==> config.mk <==
export PLATFORM = sky130hd
export DESIGN_NAME = branch_rs
export DESIGN_NICKNAME = d
export VERILOG_FILES = /design/src/br_pkg.sv /design/src/branch_rs.sv
export SDC_FILE = /design/constraint.sdc
export NUM_CORES = 1
export LEC_CHECK = 0
export BUFFER_PORTS_ARGS = -buffer_cell sky130_fd_sc_hd__buf_4
export CORE_ASPECT_RATIO = 0.6
export CORE_MARGIN = 4
export CORE_UTILIZATION = 35
export DETAILED_ROUTE_END_ITERATION = 8
export PLACE_DENSITY_LB_ADDON = 0.15
export REMOVE_ABC_BUFFERS = 1
export SYNTH_ARGS = -nofsm -noshare
export SYNTH_HDL_FRONTEND = slang
export SYNTH_SLANG_ARGS = --single-unit
==> constraint.sdc <==
create_clock -name clk -period 20.8 [get_ports clk]
set_input_delay 3.12 -clock clk [delete_from_list [all_inputs] [get_ports clk]]
set_output_delay 3.12 -clock clk [all_outputs]
set_load 0.005 [all_outputs]
==> src/br_pkg.sv <==
`default_nettype none

package br_pkg;

    // datapath widths
    localparam int XLEN      = 32;
    localparam int TAG_W     = 6;   // physical register tag
    localparam int NUM_PREGS = 64;

    // branch reservation station sizing
    localparam int RS_DEPTH  = 8;
    localparam int RS_PTR_W  = 3;   // log2 of RS_DEPTH

    // branch and jump opcodes as decoded by dispatch
    typedef enum logic [2:0] {
        OP_BEQ  = 3'd0,
        OP_BNE  = 3'd1,
        OP_BLT  = 3'd2,
        OP_BGE  = 3'd3,
        OP_BLTU = 3'd4,
        OP_BGEU = 3'd5,
        OP_JAL  = 3'd6,  // unconditional, pc relative
        OP_JALR = 3'd7   // unconditional, register relative
    } br_op_e;

endpackage

`default_nettype wire

==> src/branch_rs.sv <==
`timescale 1ns/1ps
`default_nettype none

module branch_rs import br_pkg::*; (
    input  logic             clk,
    input  logic             reset,
    input  logic             flush,
    // dispatch
    input  logic             disp_valid,
    output logic             disp_ready,
    input  br_op_e           disp_op,
    input  logic [XLEN-1:0]  disp_pc,
    input  logic [XLEN-1:0]  disp_imm,
    input  logic [TAG_W-1:0] disp_rs1,
    input  logic [TAG_W-1:0] disp_rs2,
    input  logic             disp_rs1_rdy,
    input  logic             disp_rs2_rdy,
    input  logic [TAG_W-1:0] disp_rd,
    input  logic             disp_pred_taken,
    input  logic [XLEN-1:0]  disp_pred_target,
    // wakeup
    input  logic             alu_wb_valid,
    input  logic [TAG_W-1:0] alu_wb_tag,
    input  logic             ld_wb_valid,
    input  logic [TAG_W-1:0] ld_wb_tag,
    // issue
    input  logic             iss_ready,
    output logic             iss_valid,
    output br_op_e           iss_op,
    output logic [XLEN-1:0]  iss_pc,
    output logic [XLEN-1:0]  iss_imm,
    output logic [TAG_W-1:0] iss_rs1,
    output logic [TAG_W-1:0] iss_rs2,
    output logic [TAG_W-1:0] iss_rd,
    output logic             iss_pred_taken,
    output logic [XLEN-1:0]  iss_pred_target
);

    br_op_e              ent_op          [RS_DEPTH];
    logic [XLEN-1:0]     ent_pc          [RS_DEPTH];
    logic [XLEN-1:0]     ent_imm         [RS_DEPTH];
    logic [TAG_W-1:0]    ent_rs1         [RS_DEPTH];
    logic [TAG_W-1:0]    ent_rs2         [RS_DEPTH];
    logic [TAG_W-1:0]    ent_rd          [RS_DEPTH];
    logic [XLEN-1:0]     ent_pred_target [RS_DEPTH];
    logic [RS_DEPTH-1:0] ent_pred_taken;
    logic [RS_DEPTH-1:0] ent_rs1_rdy;
    logic [RS_DEPTH-1:0] ent_rs2_rdy;

    logic [RS_PTR_W-1:0] head;
    logic [RS_PTR_W-1:0] tail;
    logic [RS_PTR_W:0]   count;   // one extra bit to tell full from empty
    logic                full;
    logic                disp_fire;
    logic                head_rdy;
    logic                pop;

    // tag seen on either writeback port this cycle
    function automatic logic woken(input logic [TAG_W-1:0] tag);
        woken = (alu_wb_valid && alu_wb_tag == tag) || (ld_wb_valid && ld_wb_tag == tag);
    endfunction

    assign full       = (count == (RS_PTR_W+1)'(RS_DEPTH));
    assign disp_ready = !full && !flush;
    assign disp_fire  = disp_valid && disp_ready;

    always_comb begin
        head_rdy = (count != '0)
                   && (ent_rs1_rdy[head] || woken(ent_rs1[head]))
                   && (ent_rs2_rdy[head] || woken(ent_rs2[head]));
    end

    assign pop = head_rdy && (!iss_valid || iss_ready);  // strictly in order from head

    always_ff @(posedge clk) begin
        if (reset || flush) begin
            head      <= '0;
            tail      <= '0;
            count     <= '0;
            iss_valid <= 1'b0;
        end else begin
            if (disp_fire) tail <= tail + 1'b1;
            if (pop)       head <= head + 1'b1;

            if (pop) begin
                iss_valid <= 1'b1;
            end else if (iss_ready) begin
                iss_valid <= 1'b0;
            end

            case ({disp_fire, pop})
                2'b10:   count <= count + 1'b1;
                2'b01:   count <= count - 1'b1;
                default: count <= count;
            endcase
        end
    end

    // entry payload and ready bits, liveness comes from count
    always_ff @(posedge clk) begin
        for (int i = 0; i < RS_DEPTH; i++) begin
            if (woken(ent_rs1[i])) ent_rs1_rdy[i] <= 1'b1;
            if (woken(ent_rs2[i])) ent_rs2_rdy[i] <= 1'b1;
        end

        if (disp_fire) begin
            ent_op[tail]          <= disp_op;
            ent_pc[tail]          <= disp_pc;
            ent_imm[tail]         <= disp_imm;
            ent_rs1[tail]         <= disp_rs1;
            ent_rs2[tail]         <= disp_rs2;
            ent_rd[tail]          <= disp_rd;
            ent_pred_taken[tail]  <= disp_pred_taken;
            ent_pred_target[tail] <= disp_pred_target;
            ent_rs1_rdy[tail]     <= disp_rs1_rdy || woken(disp_rs1);  // catch same cycle wb
            ent_rs2_rdy[tail]     <= disp_rs2_rdy || woken(disp_rs2);
        end

        if (pop) begin
            iss_op          <= ent_op[head];
            iss_pc          <= ent_pc[head];
            iss_imm         <= ent_imm[head];
            iss_rs1         <= ent_rs1[head];
            iss_rs2         <= ent_rs2[head];
            iss_rd          <= ent_rd[head];
            iss_pred_taken  <= ent_pred_taken[head];
            iss_pred_target <= ent_pred_target[head];
        end
    end

endmodule

`default_nettype wire

=== After elaboration in Yosys (flattened, before gate mapping) ===
Memories as Yosys holds them, arrays and structs flattened. A register that Yosys moved wholly into a read port is not among the register bits.
Cells that the tools add are included.

* $add $sub $neg: 4
* Magnitude comparators: 3
* Equality and inequality tests: 43
* Mux-type cells: 38
* Reductions and logical operators: 78

{| class="wikitable"
|+ Operator list
! kind !! count
|-
| 6-bit == test || 40
|-
| 1-bit logical AND || 46
|-
| 1-bit logical OR || 26
|-
| 8-bit bitwise mux || 3
|-
| 1-bit two-way mux || 24
|-
| 8-bit two-way mux || 2
|-
| 3-bit two-way mux || 4
|-
| 1-bit binary-select mux with 3-bit select || 3
|-
| 3-bit by 4-bit less-than comparator with 1-bit output (second input constant) || 2
|-
| 4-bit case mux with 2 select lines || 1
|-
| 3-bit by 1-bit adder with 3-bit output (second input constant) || 2
|-
| 4-bit by 1-bit adder with 4-bit output (second input constant) || 1
|-
| 4-bit == test (second input constant) || 1
|-
| 2-bit nonzero test || 2
|-
| 4-bit nonzero test || 1
|-
| 4-bit by 1-bit subtractor with 4-bit output (second input constant) || 1
|-
| 1-bit demux with 3-bit select || 1
|-
| 3-bit by 1-bit >= comparator with 1-bit output (second input constant) || 1
|-
| 1-bit logical NOT || 3
|-
| 2-bit by 1-bit == test with 1-bit output (second input constant) || 1
|-
| 2-bit == test (second input constant) || 1
|}

* Bits in registers: 48
* Bits in writable memories: 936
* Bits of input ports: 139
* Output and inout bits: 120
* Logic and storage cells: 183
* Memories: 7

{| class="wikitable"
|+ Memories
! name !! words !! bits a word !! read ports !! clocked after memory_dff !! write ports !! RTL line !! RTL
|-
| ent_imm || 8 || 32 || 1 || 1 || 1 || branch_rs.sv:41 || <nowiki>logic [XLEN-1:0] ent_imm [RS_DEPTH];</nowiki>
|-
| ent_pc || 8 || 32 || 1 || 1 || 1 || branch_rs.sv:40 || <nowiki>logic [XLEN-1:0] ent_pc [RS_DEPTH];</nowiki>
|-
| ent_pred_target || 8 || 32 || 1 || 1 || 1 || branch_rs.sv:45 || <nowiki>logic [XLEN-1:0] ent_pred_target [RS_DEPTH];</nowiki>
|-
| ent_rd || 8 || 6 || 1 || 1 || 1 || branch_rs.sv:44 || <nowiki>logic [TAG_W-1:0] ent_rd [RS_DEPTH];</nowiki>
|-
| ent_rs1 || 8 || 6 || 9 || 1 || 1 || branch_rs.sv:42 || <nowiki>logic [TAG_W-1:0] ent_rs1 [RS_DEPTH];</nowiki>
|-
| ent_rs2 || 8 || 6 || 9 || 1 || 1 || branch_rs.sv:43 || <nowiki>logic [TAG_W-1:0] ent_rs2 [RS_DEPTH];</nowiki>
|-
| +1 memories || n/a || n/a || n/a || n/a || n/a || n/a ||
|}

=== Longest topological paths before layout ===
Gate-level depths: netlist of run 1.

* Depth after elaboration: 9
* Depth in mapped cells: 18
* Mapped depth without buffers: 14

=== Worst setup path after synthesis of run 1 ===
Ideal clock, no wire load.

* Kind: input port to flip-flop
* From: in flush
* To: reg ent_rs1_rdy[0]
* Library setup time: 0.568 ns
* Data arrival time: 15.685 ns
* Required time: 20.232 ns
* Setup slack: 4.548 ns
* Stages on the path: 6
* Path buffers: 1
* Cells stage by stage: a21oi_1 -> and2_1 -> clkbuf_1 -> clkinv_1 -> nor4_1 -> mux2i_1

* Word-level cells in the longest chain between the ends: 4

{| class="wikitable"
|+ RTL lines
! what !! RTL line !! RTL
|-
| start, declared || branch_rs.sv:7 || <nowiki>input logic flush,</nowiki>
|-
| 1-bit logical NOT || branch_rs.sv:64 || <nowiki>assign disp_ready = !full && !flush;</nowiki>
|-
| 1-bit logical AND || branch_rs.sv:64 ||
|-
| 1-bit logical AND || branch_rs.sv:65 || <nowiki>assign disp_fire = disp_valid && disp_ready;</nowiki>
|-
| 8-bit two-way mux || branch_rs.sv:106 || <nowiki>if (disp_fire) begin</nowiki>
|-
| end signal, assigned by index || branch_rs.sv:115 || <nowiki>ent_rs1_rdy[tail] <= disp_rs1_rdy || woken(disp_rs1);</nowiki>
|-
| end, declared || branch_rs.sv:47 || <nowiki>logic [RS_DEPTH-1:0] ent_rs1_rdy;</nowiki>
|}

Every way passes these cells.
A chain may end at the register's enable or synchronous reset.

=== Worst setup path in the final report of run 1 ===
* From: in flush
* To: out disp_ready

* Word-level cells in the longest chain between the ends: 2

{| class="wikitable"
|+ RTL lines
! what !! RTL line !! RTL
|-
| 1-bit logical NOT || branch_rs.sv:64 ||
|-
| 1-bit logical AND || branch_rs.sv:64 ||
|-
| end, declared || branch_rs.sv:10 || <nowiki>output logic disp_ready,</nowiki>
|}

Every way passes these cells.

==> flow_metrics.tcl, run 1 <==
set metrics [dict create \
    cellLeakagePower_nw 15.7 \
    yosysSeqAreaShare_pct 75.0 \
    crit_path_end_kind "primary output" \
    grt_first_pass_wirelength_mm 159 \
    port_buffers 258 \
    rrSetupSlack_ns 15.73 \
    cp_max_fo 3 \
    cts_resized 0 \
    detail-route-antenna-nets 0 \
    drc_errors 0 \
    yosys.area.top_type "edfxtp_1" \
    synthTopCellsByCount "1062 x edfxtp_1, 226 x mux4_2, 121 x xnor2_1, 115 x xor2_1, 111 x mux2_2" \
    tns_ns 0 \
    initial_core_util_pct 35.5 \
    yosysWarnings 0 \
    run_status "finished, final reports clean" \
    clk_pin_slew_worst_paths_ns 0.06 \
    holdBufCountCts 0 \
    setup_violations 0 \
    crit_required_ns 17.68 \
    finalInstanceArea_um2 50500 \
    grt_setup_unrepaired "no" \
    slew_headroom_pct 30.0 \
    clockBufferDepth 3 \
    dpl_cell_area_um2 47100 \
    post-place-ws_ns 14.16 \
    viasPerCell 5.14 \
    overflow 0 \
    worstMarginPinSlew_ns 1.05 \
    fillerInstances 10700 \
    synth_top_area_share_pct 73.7 \
    irDropWorstVdd_mv 0.0616 \
    syn2layout_area_growth_pct 16.6 \
    grt_start_max_net_pins 123 \
    syn_avg_cell_area_um2 21.1 \
    cts_made_buffers 105 \
    grt_usage_pct 16.9 \
    clock_sinks 1092 \
    synth.distinct_cells 58 \
    vias 20800 \
    fmax_ghz 0.151 \
    antenna_found_initial 17 \
    hold_viol 0 \
    critPathKind "primary input to primary output" \
    die_h_um 280 \
    post-cts-setup-buffers 0 \
    synth_edf_count 1062 \
    drv_slew 0 \
    routed_wl_mm 110 \
    cap_violations 0 \
    die_w_um 462 \
    synth_most_common_cell "edfxtp_1" \
    netlist_area_um2 43300 \
    fin_nets 2486 \
    grt_pass1_vias 21900 \
    fin_crit_ns 6.64 \
    fin_skew_ns 0.0262 \
    syn-instance-count 2050 \
    synth_ff_type "edfxtp_1" \
    crit_path_start_kind "primary input" \
    worstPathArrival_ns 3.52 \
    final_util_pct 41.3 \
    hold_ws_ns 0.537 \
    place_congestion 0.918 \
    synthArstFlopShare_pct 0 \
    drive_gt1_share_pct 32.9 \
    synth_seq_cells 1092 \
    htreeDepth 3 \
    timing.final.ws_setup_ns 14.16 \
    finalCritPeriodShare_pct 31.9 \
    synth_area_leaders "edfxtp_1 74%, mux4_2 12%, mux2_2 2.9%" \
    drtPass1Iterations 5 \
    core_um2 122000 \
    fp-row-count 99 \
    powerDensity_nw_per_um2 89.5 \
    clockRootBuffer "clkbuf_16" \
    hpwl_mm 62.6 \
    cts_tree "yes" \
    drt_iter0_drc 1632 \
    io_pins 259 \
    hp-class "register to register" \
    wl_per_cell_um 27.2 \
    worstSkewPairLatency_ns 0.70 \
    die-area_um2 130000 \
]
==> final timing paths <==
path / from / end / cells past startpoint
worst max-delay path: flush / disp_ready / 3
worst min-delay path: ent_rs2_rdy[3] / ent_rs2_rdy[3] / 2
worst max register to register: head[0] / count[2] / 11
worst min register to register: ent_rs2_rdy[3] / ent_rs2_rdy[3] / 2
==> where the power goes <==
part | total [mW] | leakage [nW] | internal (mW) | switching, mW
Sequential | 2.46 | 9.84 | 2.44 | 0.0140
Combinational | 0.183 | 4.23 | 0.0788 | 0.104
Clock | 1.88 | 1.63 | 1.06 | 0.823
Total | 4.52 | 15.7 | 3.58 | 0.942
==> area by class of cell <==
cell class | instances | area (µm²) | area share, %
Clock buffer | 129 | 2760 | 5.47
Timing Repair Buffer | 288 | 2210 | 4.38
Sequential cell | 1092 | 32500 | 64.4
Tap cell | 1616 | 2020 | 4.00
Multi-Input combinational cell | 844 | 10300 | 20.5
Clock inverter | 62 | 571 | 1.13
Inverter | 12 | 55.1 | 0.109
Antenna cell | 9 | 22.5 | 0.0446
==> layer usage <==
layer | up-vias | GRT usage, % | share of wire, %
li1 | 8995 | - | -
met1 | 11100 | 24.5 | 46
met2 | 583 | 25.5 | 45
met3 | 149 | 4.72 | 6.6
met4 | 14 | 3.49 | 1.8
met5 | - | 0.549 | 0.15
==> logic make-up (layout without fill, tap and decap cells) <==
logic type	Yosys count	after routing	synth area share (%)
AND/OR/NAND/NOR	172	172	2.33
flip-flops	1092	1092	75.0
multiplexers	370	370	15.5
adder cells (fa/ha/maj)	4	4	0.116
other	0	9	0
AO/OA/AOI/OAI	62	62	1.08
XOR/XNOR	236	236	4.77
buffers and inverters	114	491	1.16
==> layout by cell type, fill, tap and decap left out, types with 19 or more instances in the layout <==
cell type  instances
edfxtp_1        1062
buf_4            284
mux4_2           226
xnor2_1          121
xor2_1           115
mux2_2           111
clkbuf_16        107
nor4_1            41
nand4_1           38
nor2_1            33
mux2i_1           26
dfxtp_1           26
clkinv_1          23
clkbuf_1          22
clkinv_2          19
==> critical path: stages <==
cell	delay (ns)
buf_4	0.12
a21oi_1	0.14
buf_4	0.14
==> flip-flops by register name, summed over array words and instances, names as in the netlist, 8 cells and up, named ones only <==
register,cells
iss_pc,32
ent_rd,48
ent_pred_taken,8
ent_pc,256
ent_imm,256
ent_op,24
ent_rs2_rdy,8
ent_rs2,48
iss_pred_target,32
ent_rs1,48
ent_pred_target,256
ent_rs1_rdy,8
iss_imm,32
==> stage by stage <==
step | power (mW) | std cells
2_1_floorplan | 2.59 | 1948
3_3_place_gp | 2.68 | 3852
3_5_place_dp | 2.69 | 3852
4_1_cts | 4.58 | 4043
5_1_grt | 4.69 | 4046
6_report | 4.52 | 4052
No activity file was read; power rests on OpenSTA's default activity.
==> run 2: changes to the inputs <==
Settings changed: ABC_AREA set to 1.
Clock period 20.8 ns to 5.4 ns, I/O delays scaled along.
==> flow_metrics.tcl, run 2 <==
set metrics [dict create \
    power.internal_mw 13.9 \
    htreeDepth 3 \
    overflow 0 \
    grt_usage_pct 19.4 \
    clk_pin_slew_worst_paths_ns 0.07 \
    vias 29200 \
    detail-route-antenna-nets 0 \
    synth_top_area_share_pct 71.8 \
    hpwl_mm 73.3 \
    run_status "finished, final reports clean" \
    synth_area_leaders "edfxtp_1 72%, nor2_1 6.6%, o21ai_0 5.4%" \
    powerDensity_nw_per_um2 350 \
    clock_sinks 1092 \
    timing.final.ws_setup_ns 1.61 \
    cts_resized 0 \
    hold_viol 0 \
    yosysWarnings 0 \
    hold_ws_ns 0.342 \
    drv_slew 0 \
    p_clk_share_pct 40.2 \
    cellLeakagePower_nw 17.6 \
    dp.cells 5356 \
    synth_seq_cells 1092 \
    holdBufCountCts 0 \
    yosysSeqAreaShare_pct 73.2 \
    fp-row-count 100 \
    synth_edf_count 1062 \
    slew_headroom_pct 4.50 \
    worstPathArrival_ns 4.15 \
    reg_top3 "ent_imm: 256 flops, ent_pc: 256 flops, ent_pred_target: 256 flops" \
    synth.distinct_cells 44 \
    final_common_cell "edfxtp_1" \
    finalCritPeriodShare_pct 70.2 \
    place_congestion 0.938 \
    port_buffers 258 \
    swShare_pct 22.8 \
    core_um2 125000 \
    antenna_found_initial 8 \
    drc_errors 0 \
    comb_power_share_pct 6.6 \
    worstSkewPairLatency_ns 0.70 \
    fin_nets 3922 \
    setup_violations 0 \
    syn_avg_cell_area_um2 12.4 \
    die_h_um 284 \
    final_cells 5554 \
    cts_made_buffers 104 \
    power_mw 18.0 \
    crit_required_ns 5.76 \
    netlist_area_um2 44400 \
    p_sw_mw 4.10 \
    synth_ff_type "edfxtp_1" \
    worstMarginPinSlew_ns 1.41 \
    irDropWorstVdd_mv 0.220 \
    grt_first_pass_wirelength_mm 193 \
    die-area_um2 133000 \
    io_pins 259 \
    grt_setup_unrepaired "no" \
    cts_tree "yes" \
    clockRootBuffer "clkbuf_16" \
    fin_crit_ns 3.79 \
    fin_skew_ns 0.0245 \
    wl_per_cell_um 23.7 \
    drtPass1Iterations 7 \
    synthTopCellsByCount "1062 x edfxtp_1, 783 x nor2_1, 480 x o21ai_0, 225 x nand2_1, 184 x o22ai_1" \
    viasPerCell 5.25 \
    grt_start_max_net_pins 118 \
    routed_wl_mm 132 \
    crit_path_end_kind "register" \
    initial_core_util_pct 35.5 \
    post-cts-setup-buffers 0 \
    drt_iter0_drc 3047 \
    post-place-ws_ns 1.54 \
    fmax_ghz 0.264 \
    cap_violations 0 \
    syn-instance-count 3591 \
    synthArstFlopShare_pct 0 \
    seqPwrFrac_pct 53.2 \
    cp_max_fo 47 \
    crit_path_start_kind "register" \
    die_w_um 468 \
    final_util_pct 41.1 \
    clockBufferDepth 3 \
    drive_gt1_share_pct 13.3 \
    yosys.area.top_type "edfxtp_1" \
    hp-class "primary input to register" \
    critPathKind "register to register" \
    syn2layout_area_growth_pct 15.8 \
    synth_most_common_cell "edfxtp_1" \
    grt_pass1_vias 27400 \
    layout_common_cells "1062 x edfxtp_1, 783 x nor2_1, 480 x o21ai_0, 297 x buf_4, 225 x nand2_1" \
]
-- run 2: cell count changes after synthesis, moves of 77 or more --
cell,before,now
a31oi_1,1,112
nor2_1,34,783
nand3_1,1,78
xor2_1,115,27
o21ai_0,6,480
o22ai_1,3,184
inv_1,11,155
clkbuf_1,64,182
nand2_1,9,225
mux4_2,226,0
xnor2_1,121,15
mux2_2,111,0
-- run 2: critical path, stage by stage, from the launching register on --
cell	delay, ns
dfxtp_2	0.79
buf_4	0.40
nand2_1	0.09
nand3_1	0.10
nand3_2	0.14
nand3_1	0.14
nand3_1	0.08
nor2_1	0.14
nand3_1	0.09
nand3_1	0.11
nand2_1	0.11
nor2_4	0.29
nand2_4	0.15
inv_6	0.34
buf_12	0.37
-- run 2: kinds of logic after synthesis --
| logic type | share of synthesized area (%) |
|---|---|
| AOI/OAI and AO/OA | 11.8 |
| xor gates and xnor gates | 0.828 |
| adders and majority gates | 0.113 |
| buffers and inverters | 3.58 |
| DFF | 73.2 |
| and+or+nand+nor | 10.5 |
-- run 2: routing by layer --
layer	track usage [%]	vias to the layer above	share of wire (%)
met4	3.80	8	1.6
met5	0	-	0.032
li1	-	13500	-
met2	28.0	1038	43
met1	29.4	14400	48
met3	4.92	172	7.9
-- run 2: power groups by stage --
stage	Combinational [mW]	Sequential (mW)	Clock [mW]
after floorplan	0.562	9.78	0
after global placement	1.20	9.77	0
after detailed placement	1.20	9.77	0
after CTS	1.20	9.59	7.45
after global routing	1.32	9.59	7.81
final	1.19	9.59	7.23
-- run 2: path summary, 6_finish.rpt --
path,startpoint,endpoint,slack [ns],depth (start not counted)
setup / recovery,register,iss_pc[21],1.61,14
setup reg to reg,register,iss_pc[21],1.61,14
hold reg to reg,ent_rs1_rdy[5],ent_rs1_rdy[5],0.47,2
hold / removal,disp_pred_target[4],ent_pred_target[2][4],0.34,1
-- run 2: layout make-up --
cell class              count  area (µm²)
clock inverters            60         504
fillers                 11800       73600
clock buffers             135        2820
multi-input cells        2105       10300
well taps                1683        2110
repair buffers            308        2450
inverters                 168         696
diodes                      3        7.51
flip-flops and latches   1092       32500
-- run 2: per-stage QoR --
step                TNS (ns)  instance area (µm²)
CTS                        0                51400
floorplan           -5125.80                43500
detailed placement         0                48100
finish                     0                51400
global placement           0                48100
global route               0                51400
